<file path="config.mk">
export PLATFORM = sky130hd
export DESIGN_NAME = board_top
export DESIGN_NICKNAME = d
export VERILOG_FILES = /design/src/hdl/board_pkg.sv /design/src/hdl/alu_pkg.sv /design/src/hdl/tick_timer.sv /design/src/hdl/tick_counters.sv /design/src/hdl/seq_detector.sv /design/src/hdl/seg_display.sv /design/src/hdl/alu_4bit.sv /design/src/hdl/barrel_shifter.sv /design/src/hdl/board_top.sv
export SDC_FILE = /design/constraint.sdc
export NUM_CORES = 1
export LEC_CHECK = 0
export BUFFER_PORTS_ARGS = -buffer_cell sky130_fd_sc_hd__buf_4
export CORE_UTILIZATION = 55
export DETAILED_ROUTE_END_ITERATION = 8
export PLACE_DENSITY = 0.85
export SLEW_MARGIN = 20
export SYNTH_ARGS = -nofsm -noshare
export SYNTH_HDL_FRONTEND = slang
export SYNTH_SLANG_ARGS = --single-unit
export TNS_END_PERCENT = 5
</file>
<file path="constraint.sdc">
create_clock -name clk -period 6.6 [get_ports clk]
set_input_delay 0.33 -clock clk [delete_from_list [all_inputs] [get_ports clk]]
set_output_delay 0.33 -clock clk [all_outputs]
set_load 0.005 [all_outputs]
</file>
<file path="src/hdl/board_pkg.sv">
`default_nettype none

package board_pkg;

	// ****************************************
	// timing
	// ****************************************
	localparam logic [31:0] tick_div = 32'd50_000_000;

	// ****************************************
	// counters and display
	// ****************************************
	localparam int up_width   = 8;
	localparam int down_width = 3;
	localparam logic [up_width-1:0] count_mod = 100;
	localparam int num_digits = 8;
	localparam int seg_w      = 8;

	// active low, bit 7 is the decimal point
	localparam logic [seg_w-1:0] seg_patterns [0:9] = '{
		8'hc0, 8'hf9, 8'ha4, 8'hb0, 8'h99,
		8'h92, 8'h82, 8'hf8, 8'h80, 8'h90
	};
	localparam logic [seg_w-1:0] seg_blank = '1;

	// equal samples for a detect
	localparam int run_len = 4;

endpackage

`default_nettype wire

</file>
<file path="src/hdl/alu_pkg.sv">
`default_nettype none

package alu_pkg;

	// ****************************************
	// alu opcodes
	// ****************************************
	typedef enum logic [2:0] {
		op_add,
		op_sub,
		op_not,
		op_and,
		op_or,
		op_xor,
		op_lt,
		op_eq
	} alu_op_e;

	// ****************************************
	// shifter modes
	// ****************************************
	typedef enum logic {
		shift_left,
		shift_right
	} shift_dir_e;

	typedef enum logic {
		shift_logical,
		shift_arith
	} shift_kind_e;

endpackage

`default_nettype wire

</file>
<file path="src/hdl/tick_timer.sv">
`default_nettype none

module tick_timer #(
	parameter logic [31:0] div = board_pkg::tick_div
) (
	input  wire  clk,
	input  wire  reset,
	output logic tick
);

	logic [31:0] count;

	// last cycle of each period
	assign tick = (count == div - 32'd1);

	always_ff @(posedge clk) begin
		if (reset) begin
			count <= '0;
		end else if (tick) begin
			count <= '0;
		end else begin
			count <= count + 32'd1;
		end
	end

	// tick is a single-cycle pulse
	tick_single: assert property (
		@(posedge clk) disable iff (reset)
		tick |=> !tick
	);

endmodule

`default_nettype wire

</file>
<file path="src/hdl/tick_counters.sv">
`default_nettype none

module tick_counters (
	input  wire                                clk,
	input  wire                                reset,
	input  wire                                tick,
	input  wire                                en,
	output logic [board_pkg::up_width-1:0]   up_count,
	output logic [board_pkg::down_width-1:0] down_count
);

	logic step;

	assign step = tick && en;

	// decimal wrap at count_mod
	always_ff @(posedge clk) begin
		if (reset) begin
			up_count <= '0;
		end else if (step) begin
			if (up_count == board_pkg::count_mod - 1'b1) begin
				up_count <= '0;
			end else begin
				up_count <= up_count + 1'b1;
			end
		end
	end

	// plain binary wrap
	always_ff @(posedge clk) begin
		if (reset) begin
			down_count <= '0;
		end else if (step) begin
			down_count <= down_count - 1'b1;
		end
	end

	up_in_range: assert property (
		@(posedge clk) disable iff (reset)
		up_count < board_pkg::count_mod
	);

endmodule

`default_nettype wire

</file>
<file path="src/hdl/seq_detector.sv">
`default_nettype none

module seq_detector (
	input  wire  clk,
	input  wire  reset,
	input  wire  clr,
	input  wire  tick,
	input  wire  din,
	output logic dout
);

	typedef enum logic [2:0] {
		st_idle,
		st_zero1,
		st_zero2,
		st_zero3,
		st_one1,
		st_one2,
		st_one3
	} state_e;

	localparam logic [2:0] run_max = 3'(board_pkg::run_len);

	state_e     state;
	state_e     state_next;
	logic       cur_bit;
	logic [2:0] cur_len;
	logic [2:0] run_next;
	logic [2:0] len_keep;
	logic       same;
	logic       hit;

	// decode the run held in the state
	always_comb begin
		cur_bit = 1'b0;
		cur_len = 3'd0;
		case (state)
			st_zero1: cur_len = 3'd1;
			st_zero2: cur_len = 3'd2;
			st_zero3: cur_len = 3'd3;
			st_one1: begin
				cur_bit = 1'b1;
				cur_len = 3'd1;
			end
			st_one2: begin
				cur_bit = 1'b1;
				cur_len = 3'd2;
			end
			st_one3: begin
				cur_bit = 1'b1;
				cur_len = 3'd3;
			end
			default: ;
		endcase
	end

	assign same     = (state != st_idle) && (din == cur_bit);
	assign run_next = same ? cur_len + 3'd1 : 3'd1;
	assign hit      = (run_next >= run_max);
	// saturate once the run is long enough
	assign len_keep = hit ? run_max - 3'd1 : run_next;

	always_comb begin
		case (len_keep)
			3'd1: state_next = din ? st_one1 : st_zero1;
			3'd2: state_next = din ? st_one2 : st_zero2;
			3'd3: state_next = din ? st_one3 : st_zero3;
			default: state_next = st_idle;
		endcase
	end

	// clear wins over a sample
	always_ff @(posedge clk) begin
		if (reset || clr) begin
			state <= st_idle;
			dout  <= 1'b0;
		end else if (tick) begin
			state <= state_next;
			dout  <= hit;
		end
	end

endmodule

`default_nettype wire

</file>
<file path="src/hdl/seg_display.sv">
`default_nettype none

module seg_display (
	input  wire                                 clk,
	input  wire                                 reset,
	input  wire  [board_pkg::up_width-1:0]   up_count,
	input  wire  [board_pkg::down_width-1:0] down_count,
	output logic [board_pkg::seg_w-1:0]      seg0,
	output logic [board_pkg::seg_w-1:0]      seg1,
	output logic [board_pkg::seg_w-1:0]      seg2,
	output logic [board_pkg::seg_w-1:0]      seg3,
	output logic [board_pkg::seg_w-1:0]      seg4,
	output logic [board_pkg::seg_w-1:0]      seg5,
	output logic [board_pkg::seg_w-1:0]      seg6,
	output logic [board_pkg::seg_w-1:0]      seg7
);

	logic [board_pkg::seg_w-1:0] digit_q [board_pkg::num_digits];
	logic [3:0] ones;
	logic [3:0] tens;

	// up count never exceeds 99
	assign ones = 4'(up_count % 8'd10);
	assign tens = 4'(up_count / 8'd10);

	always_ff @(posedge clk) begin
		if (reset) begin
			for (int i = 0; i < board_pkg::num_digits; i++) begin
				digit_q[i] <= board_pkg::seg_blank;
			end
			digit_q[0] <= board_pkg::seg_patterns[0];
			digit_q[1] <= board_pkg::seg_patterns[0];
			digit_q[2] <= board_pkg::seg_patterns[0];
		end else begin
			digit_q[0] <= board_pkg::seg_patterns[ones];
			digit_q[1] <= board_pkg::seg_patterns[tens];
			digit_q[2] <= board_pkg::seg_patterns[down_count];
			// unused digits stay dark
			for (int i = 3; i < board_pkg::num_digits; i++) begin
				digit_q[i] <= board_pkg::seg_blank;
			end
		end
	end

	assign seg0 = digit_q[0];
	assign seg1 = digit_q[1];
	assign seg2 = digit_q[2];
	assign seg3 = digit_q[3];
	assign seg4 = digit_q[4];
	assign seg5 = digit_q[5];
	assign seg6 = digit_q[6];
	assign seg7 = digit_q[7];

endmodule

`default_nettype wire

</file>
<file path="src/hdl/alu_4bit.sv">
`default_nettype none

module alu_4bit (
	input  alu_pkg::alu_op_e op,
	input  wire  [3:0]       a,
	input  wire  [3:0]       b,
	output logic [3:0]       res,
	output logic             zero,
	output logic             carry,
	output logic             overflow
);

	logic [4:0] sum;
	logic [4:0] diff;

	// subtract as a + ~b + 1
	assign sum  = {1'b0, a} + {1'b0, b};
	assign diff = {1'b0, a} + {1'b0, ~b} + 5'd1;

	always_comb begin
		res      = 4'd0;
		carry    = 1'b0;
		overflow = 1'b0;
		case (op)
			alu_pkg::op_add: begin
				res      = sum[3:0];
				carry    = sum[4];
				overflow = (a[3] == b[3]) && (sum[3] != a[3]);
			end
			alu_pkg::op_sub: begin
				res      = diff[3:0];
				carry    = diff[4];
				overflow = (a[3] != b[3]) && (diff[3] != a[3]);
			end
			alu_pkg::op_not: res = ~a;
			alu_pkg::op_and: res = a & b;
			alu_pkg::op_or:  res = a | b;
			alu_pkg::op_xor: res = a ^ b;
			// signed compare
			alu_pkg::op_lt:  res = {3'd0, $signed(a) < $signed(b)};
			alu_pkg::op_eq:  res = {3'd0, a == b};
			default: res = 4'd0;
		endcase
	end

	assign zero = (res == 4'd0);

endmodule

`default_nettype wire

</file>
<file path="src/hdl/barrel_shifter.sv">
`default_nettype none

module barrel_shifter (
	input  wire  [31:0]          data,
	input  wire  [4:0]           shamt,
	input  alu_pkg::shift_dir_e  dir,
	input  alu_pkg::shift_kind_e kind,
	output logic [31:0]          q
);

	logic        fill;
	logic [31:0] stage [6];

	// sign fill only for right arithmetic
	assign fill = (dir == alu_pkg::shift_right) && (kind == alu_pkg::shift_arith) && data[31];

	assign stage[0] = data;

	for (genvar k = 0; k < 5; k++) begin : g_stage
		localparam int n = 1 << k;
		logic [31:0] shifted;

		assign shifted = (dir == alu_pkg::shift_left) ?
			{stage[k][31-n:0], {n{1'b0}}} :
			{{n{fill}}, stage[k][31:n]};
		assign stage[k+1] = shamt[k] ? shifted : stage[k];
	end

	assign q = stage[5];

endmodule

`default_nettype wire

</file>
<file path="src/hdl/board_top.sv">
`default_nettype none

module board_top #(
	parameter logic [31:0] div = board_pkg::tick_div
) (
	input  wire                                 clk,
	input  wire                                 reset,
	input  wire                                 counter_en,
	input  wire                                 rand_in,
	input  wire                                 sm_clr,
	input  alu_pkg::alu_op_e                    alu_op,
	input  wire  [3:0]                          alu_a,
	input  wire  [3:0]                          alu_b,
	input  wire  [31:0]                         sft_data,
	input  wire  [4:0]                          sft_shamt,
	input  alu_pkg::shift_dir_e                 sft_dir,
	input  alu_pkg::shift_kind_e                sft_kind,
	output logic [board_pkg::up_width-1:0]   inc_counter_out,
	output logic [board_pkg::down_width-1:0] dec_counter_out,
	output logic                                sm_out,
	output logic [3:0]                          alu_res,
	output logic                                alu_zero,
	output logic                                alu_carry,
	output logic                                alu_overflow,
	output logic [31:0]                         sft_q,
	output logic [board_pkg::seg_w-1:0]      seg0,
	output logic [board_pkg::seg_w-1:0]      seg1,
	output logic [board_pkg::seg_w-1:0]      seg2,
	output logic [board_pkg::seg_w-1:0]      seg3,
	output logic [board_pkg::seg_w-1:0]      seg4,
	output logic [board_pkg::seg_w-1:0]      seg5,
	output logic [board_pkg::seg_w-1:0]      seg6,
	output logic [board_pkg::seg_w-1:0]      seg7
);

	logic tick;

	// ****************************************
	// tick driven blocks
	// ****************************************
	tick_timer #(.div(div)) u_tick_timer (
		.clk  (clk),
		.reset(reset),
		.tick (tick)
	);

	tick_counters u_tick_counters (
		.clk       (clk),
		.reset     (reset),
		.tick      (tick),
		.en        (counter_en),
		.up_count  (inc_counter_out),
		.down_count(dec_counter_out)
	);

	seq_detector u_seq_detector (
		.clk  (clk),
		.reset(reset),
		.clr  (sm_clr),
		.tick (tick),
		.din  (rand_in),
		.dout (sm_out)
	);

	seg_display u_seg_display (
		.clk       (clk),
		.reset     (reset),
		.up_count  (inc_counter_out),
		.down_count(dec_counter_out),
		.seg0      (seg0),
		.seg1      (seg1),
		.seg2      (seg2),
		.seg3      (seg3),
		.seg4      (seg4),
		.seg5      (seg5),
		.seg6      (seg6),
		.seg7      (seg7)
	);

	// ****************************************
	// datapath
	// ****************************************
	alu_4bit u_alu_4bit (
		.op      (alu_op),
		.a       (alu_a),
		.b       (alu_b),
		.res     (alu_res),
		.zero    (alu_zero),
		.carry   (alu_carry),
		.overflow(alu_overflow)
	);

	barrel_shifter u_barrel_shifter (
		.data (sft_data),
		.shamt(sft_shamt),
		.dir  (sft_dir),
		.kind (sft_kind),
		.q    (sft_q)
	);

endmodule

`default_nettype wire

</file>
[Yosys cells after proc, flatten, opt, wreduce, memory -nomap -nowiden]
Memory sizes are Yosys's and may differ from the RTL's.
Index checks and enable logic that the tools add are counted.
Word-level totals
  memories kept: 4
  register bits: 47
  RAM bits: 64
  logic and storage cells: 123
  bits in read-only memories: 384
Memory list
  (no name shown): depth 16, width 8, rd ports 1, clocked after Yosys merged registers in 0, wr ports 0, line seg_display.sv:35  | digit_q[0] <= board_pkg::seg_patterns[ones];
  (no name shown): depth 16, width 8, rd ports 1, clocked after Yosys merged registers in 0, wr ports 0, line seg_display.sv:36  | digit_q[1] <= board_pkg::seg_patterns[tens];
  (no name shown): depth 16, width 8, rd ports 1, clocked after Yosys merged registers in 0, wr ports 0, line seg_display.sv:37  | digit_q[2] <= board_pkg::seg_patterns[down_count];
  u_seg_display.digit_q: depth 8, width 8, rd ports 8, clocked after Yosys merged registers in 0, wr ports 8, line seg_display.sv:18  | logic [board_pkg::seg_w-1:0] digit_q [board_pkg::num_digits];
Operators by class
  equal/unequal tests: 24
  bitwise operators: 19
  reduce and logical (&&, ||, !) cells: 15
  order comparisons: 5
  divide/modulo/power cells: 2
  $add $sub $neg: 7
  multiplexer cells: 42
Operators with widths (count)
  32-bit two-way mux: 10
  8-bit two-way mux: 18
  32-bit by 1-bit adder with 32-bit output, second input constant: 1
  32-bit by 26-bit equality test with 1-bit output, second input constant: 1
  4-bit one-hot mux with 8 select lines: 1
  3-bit equality test, second input constant: 7
  3-bit by 2-bit equality test with 1-bit output, second input constant: 6
  3-bit two-way mux: 5
  1-bit bitwise OR: 11
  4-bit by 4-bit adder with 5-bit output: 2
  5-bit >= comparator, second input constant: 2
  4-bit inverter with 5-bit output: 2
  3-bit by 1-bit equality test with 1-bit output, second input constant: 3
  3-bit one-hot mux with 3 select lines: 1
  8-bit by 1-bit adder with 8-bit output, second input constant: 1
  8-bit by 4-bit divider with 8-bit output, second input constant: 1
  8-bit by 7-bit equality test with 1-bit output, second input constant: 1
  8-bit by 4-bit modulo with 8-bit output, second input constant: 1
  4-bit inverter: 2
  2-bit OR reduction: 4
  1-bit logical AND: 6
  2-bit one-hot mux with 3 select lines: 1
  5-bit by 1-bit adder with 5-bit output, second input constant: 1
  4-bit by 5-bit >= comparator with 1-bit output, second input constant: 1
  other kinds (18): 25

[Depth between registers and ports, before layout]
  depth in word-level cells: 12
  mapped depth: 13
  depth with buffers taken out: 11

[Hierarchy]
Synthesis repeated with hierarchy kept, for this count alone.
Unflattened totals
  cells, all modules: 1236
  area, all modules: 9167.5 µm²
By module, submodules not included
  barrel_shifter: cells an instance 636, area an instance 4097.7 µm², instances 1
  seg_display: cells an instance 241, area an instance 2042.0 µm², instances 1
  tick_timer: cells an instance 185, area an instance 1601.5 µm², instances 1
  alu_4bit: cells an instance 87, area an instance 660.6 µm², instances 1
  tick_counters: cells an instance 55, area an instance 499.2 µm², instances 1
  seq_detector: cells an instance 32, area an instance 266.5 µm², instances 1

[Least setup slack after synthesis]
OpenSTA, ideal clock, no wires.
  path kind: register to register
  start point: reg u_tick_counters.up_count[6] (netlist name)
  end point: mem u_seg_display.digit_q[0][6] (netlist name)
  period minus slack after synthesis: 2786 ps
  stages on the path, launching flop included: 12
  slack: 3814 ps
  arrival time: 2670 ps
  buffers on the path: 0
  path through: dfxtp_1 > or3b_1 > o22ai_2 > a21oi_4 > mux2i_1 > a31o_2 > o31ai_2 > inv_1 > ha_1 > a21oi_1 > a41oi_1 > a31o_2
RTL lines
  start: declaration: line tick_counters.sv:8  | output logic [board_pkg::up_width-1:0] up_count,
  start signal: assignment: line tick_counters.sv:24  | up_count <= up_count + 1'b1;
  end: declaration: line seg_display.sv:18

[Final worst setup path]
  start point: in sft_shamt[1]
  end point: out sft_q[0]
Between the ends
  word-level cells in the longest chain between the ends: 7
Ends and longest elaborated chain
  start: declaration: line board_top.sv:15  | input wire [4:0] sft_shamt,
  32-bit two-way mux *: line barrel_shifter.sv:26  | assign stage[k+1] = shamt[k] ? shifted : stage[k];
  32-bit two-way mux: line barrel_shifter.sv:23  | assign shifted = (dir == alu_pkg::shift_left) ?
  32-bit two-way mux *: line barrel_shifter.sv:26
  32-bit two-way mux: line barrel_shifter.sv:23
  32-bit two-way mux *: line barrel_shifter.sv:26
  32-bit two-way mux: line barrel_shifter.sv:23
  32-bit two-way mux *: line barrel_shifter.sv:26
  end: declaration: line board_top.sv:25  | output logic [31:0] sft_q,
Mark *: on every way between the ends. The rest lies on a longest branch, timed or not.

==> results.json <==
{
  "outcome": "finished clean",
  "coreArea_sq_um": 15430,
  "rrSetupSlack_ns": 3.23,
  "cts-root-buf": "clkbuf_16",
  "pin_count": 170,
  "slew_headroom_pct": 15.75,
  "syn_area_sq_um": 8843,
  "synth_edf_count": 0,
  "insertion_delay_ns": 0.33,
  "hold_viol": 0,
  "area_growth_pct": 9.989,
  "whs_endpoint": "u_seq_detector.dout",
  "placed_cell_area_sq_um": 9455,
  "power.density_nw_per_um2": 140.3,
  "fin_crit_ns": 3.657,
  "cts_sinks": 68,
  "synth_area_leaders": "dfxtp_1, nor2_1, mux4_2, mux2i_1, a21oi_1",
  "grt_usage_pct": 33.57,
  "drcViolationCount": 0,
  "yosysTopAreaCell": "dfxtp_1",
  "arrival_ns": 3.33,
  "cts-resized-gates": 0,
  "grt-ovfl-total": 0,
  "peakVddDrop_mv": 0.1726,
  "yosys_warnings": 0,
  "cp-end-kind": "output pin",
  "timing.rr.start": "u_tick_counters.up_count[7]",
  "worst_slew_pin_slew_ns": 1.259,
  "cts-buffers-inserted": 9,
  "fin_nets": 1330,
  "pre_cts_ws_ns": 3.087,
  "wl_per_cell_microns": 19.50,
  "die_x_microns": 128.8,
  "fin_ws_ns": 2.943,
  "skew_ns": 0.006018,
  "dieArea_sq_um": 16590,
  "path_class": "primary input to output pin",
  "finalNonFillerCells": 1459,
  "final_antenna_net_count": 0,
  "synth_cell_types": 91,
  "synth_flop_cell": "dfxtp_1",
  "grt_pass1_vias": 8519,
  "grt_max_degree": 84,
  "async_flop_share_pct": 0,
  "ys_ff_latch": 68,
  "min_period_over_period_pct": 55.41,
  "vias_per_cell": 6.532,
  "path_max_fanout": 83,
  "drive_above_1_share_pct": 16.67,
  "gp_congestion": 1.021,
  "hold_depth": 2,
  "firstDrtPassIters": 9,
  "grt_pass1_wl_microns": 44360,
  "antenna_cells": 0,
  "final_area_sq_um": 9727,
  "worstSetupStartpointType": "primary input",
  "rsz0062_at_grt": "false",
  "antenna_found_initial": 0,
  "dr.first_iter.drc_count": 1309,
  "place_inst": 1443,
  "hpwl_microns": 20550,
  "synth_top_area_share_pct": 15.39,
  "finalWirelength_microns": 28450,
  "fmax_mhz": 273.5,
  "fin_setup_tns_ns": 0,
  "ff2ff_path_depth": 10,
  "die_h_microns": 128.8,
  "maxSlewViolCount": 0,
  "cts_max_path_buffers": 2,
  "port_buffers": 126,
  "yosysSeqAreaShare_pct": 15.39,
  "num_vias": 9530,
  "htreeDepth": 3,
  "start_util_pct": 57.32,
  "clk_pin_slew_ns": 0.05,
  "finalPower_mw": 1.365,
  "post-cts-setup-buffers": 0,
  "cp.required_ns": 6.27,
  "p_leak_nw": 3.996,
  "finalSetupViolCount": 0,
  "rows": 45,
  "drv_cap": 0,
  "hold_path_class": "primary input to register",
  "tritoncts": "yes",
  "hold_buffers": 0,
  "syn_inst": 1195,
  "syn_area_per_cell_sq_um": 7.400,
  "rr_endpoint": "u_seg_display.digit_q[0][6]",
  "hp-start": "sm_clr"
}
[registers in the layout, indices dropped and copies added (netlist names)]
signal	count
u_seq_detector.dout	1
u_seq_detector.state	3
u_tick_timer.count	32
u_tick_counters.down_count	3
u_tick_counters.up_count	8
u_seg_display.digit_q	21
[cells in the mapped netlist (4+ instances only)]
library cell,count
nor2_1,164
a21oi_1,113
nand2_1,94
dfxtp_1,68
o21ai_0,68
mux2i_1,58
buf_4,51
clkbuf_1,46
a211oi_1,40
inv_1,33
ha_1,30
xor2_1,27
mux4_2,26
nand3_1,26
nor3_1,25
buf_2,24
xnor2_1,17
nand2b_1,16
a21o_1,14
o211ai_1,13
or3_1,13
and3_1,12
a31oi_1,10
mux2_2,10
o21a_1,10
buf_1,9
nand4_1,9
a211o_1,8
a221oi_1,8
and2_1,8
buf_6,7
nor4_1,7
a221o_1,6
a22oi_1,6
o21bai_1,6
a311oi_1,5
and2b_1,5
nor2b_1,4
nor3b_1,4
o21ai_1,4
o221ai_1,4
o22ai_1,4
o31ai_1,4
[how the worst max path moves through the flow]
stage                                start                     endpoint  slack, ns  cells after the start
5_1_grt                       sft_shamt[0]                    sft_q[31]       2.73                     10
2_1_floorplan  u_tick_counters.up_count[6]  u_seg_display.digit_q[0][6]       3.81                     11
3_5_place_dp                  sft_shamt[1]                     sft_q[0]       3.09                      8
4_1_cts                       sft_shamt[0]                    sft_q[25]       3.09                      9
6_report                      sft_shamt[1]                     sft_q[0]       2.94                      8
3_3_place_gp                  sft_shamt[1]                     sft_q[0]       3.06                      8
[cell usage in the layout, fill, tap and decap left out, types with 7 or more instances in the layout]
master     Yosys  layout
nor2_1       164     164
buf_4         51     133
a21oi_1      113     113
nand2_1       94      94
o21ai_0       68      68
dfxtp_1       68      68
mux2i_1       58      58
conb_1         1      43
a211oi_1      40      40
inv_1         33      33
ha_1          30      30
xor2_1        27      27
nand3_1       26      26
mux4_2        26      26
nor3_1        25      25
xnor2_1       17      17
nand2b_1      16      16
a21o_1        14      14
o211ai_1      13      13
or3_1         13      13
and3_1        12      12
mux2_2        10      10
o21a_1        10      10
a31oi_1       10      10
nand4_1        9       9
clkbuf_16      0       9
a221oi_1       8       8
and2_1         8       8
a211o_1        8       8
nor4_1         7       7
[routing by layer]
metal / share of wire [%] / vias to the layer above / GRT usage [%] / wire (microns)
met4: 3.3 / 0 / 14.12 / 951
met1: 40 / 4448 / 43.36 / 11400
li1: - / 4391 / - / -
met3: 11 / 76 / 6.279 / 3041
met5: 0 / - / 0 / 0
met2: 46 / 615 / 54.88 / 13060
[cell families after synthesis]
logic type               after synthesis  share of synthesized area [%]
flip-flops                            68                          15.39
AND/OR/NAND/NOR                      407                          21.55
buffers and inverters                172                          10.58
multiplexers                          95                          14.71
adder cells (fa/ha/maj)               32                          4.697
AO/OA/AOI/OAI                        375                          28.48
XOR/XNOR                              45                          4.542
other                                  1                        0.04240
[power by group]
part	total [mW]	internal (mW)	switching, mW	leakage [nW]
Combinational	0.521	0.205	0.317	3.32
Sequential	0.415	0.413	0.00181	0.548
Clock	0.429	0.263	0.166	0.129
[critical path: stages]
cell	delay, ns
buf_4	0.63
inv_1	0.63
o21ai_0	0.45
o31a_1	0.31
nor3_1	0.06
a2111oi_0	0.53
a221o_1	0.23
buf_4	0.12
[through the flow]
stage	utilization, %	hold WS, ns
floorplan	-	0.4028
global placement	61.29	0.4530
global route	63.05	0.1926
detailed placement	61.29	0.4646
CTS	63.05	0.1896
finish	63.05	0.1985
[final cells by class]
| class | instances | area [sq um] |
|---|---|---|
| Clock inverter | 4 | 25.02 |
| Inverter | 34 | 127.6 |
| Clock buffer | 12 | 246.5 |
| Sequential cell | 68 | 1361 |
| Tap cell | 211 | 264.0 |
| Timing Repair Buffer | 133 | 998.5 |
| Fill cell | 1431 | 5700 |
| Multi-Input combinational cell | 997 | 6704 |
Power figures use the tool's default switching activity.
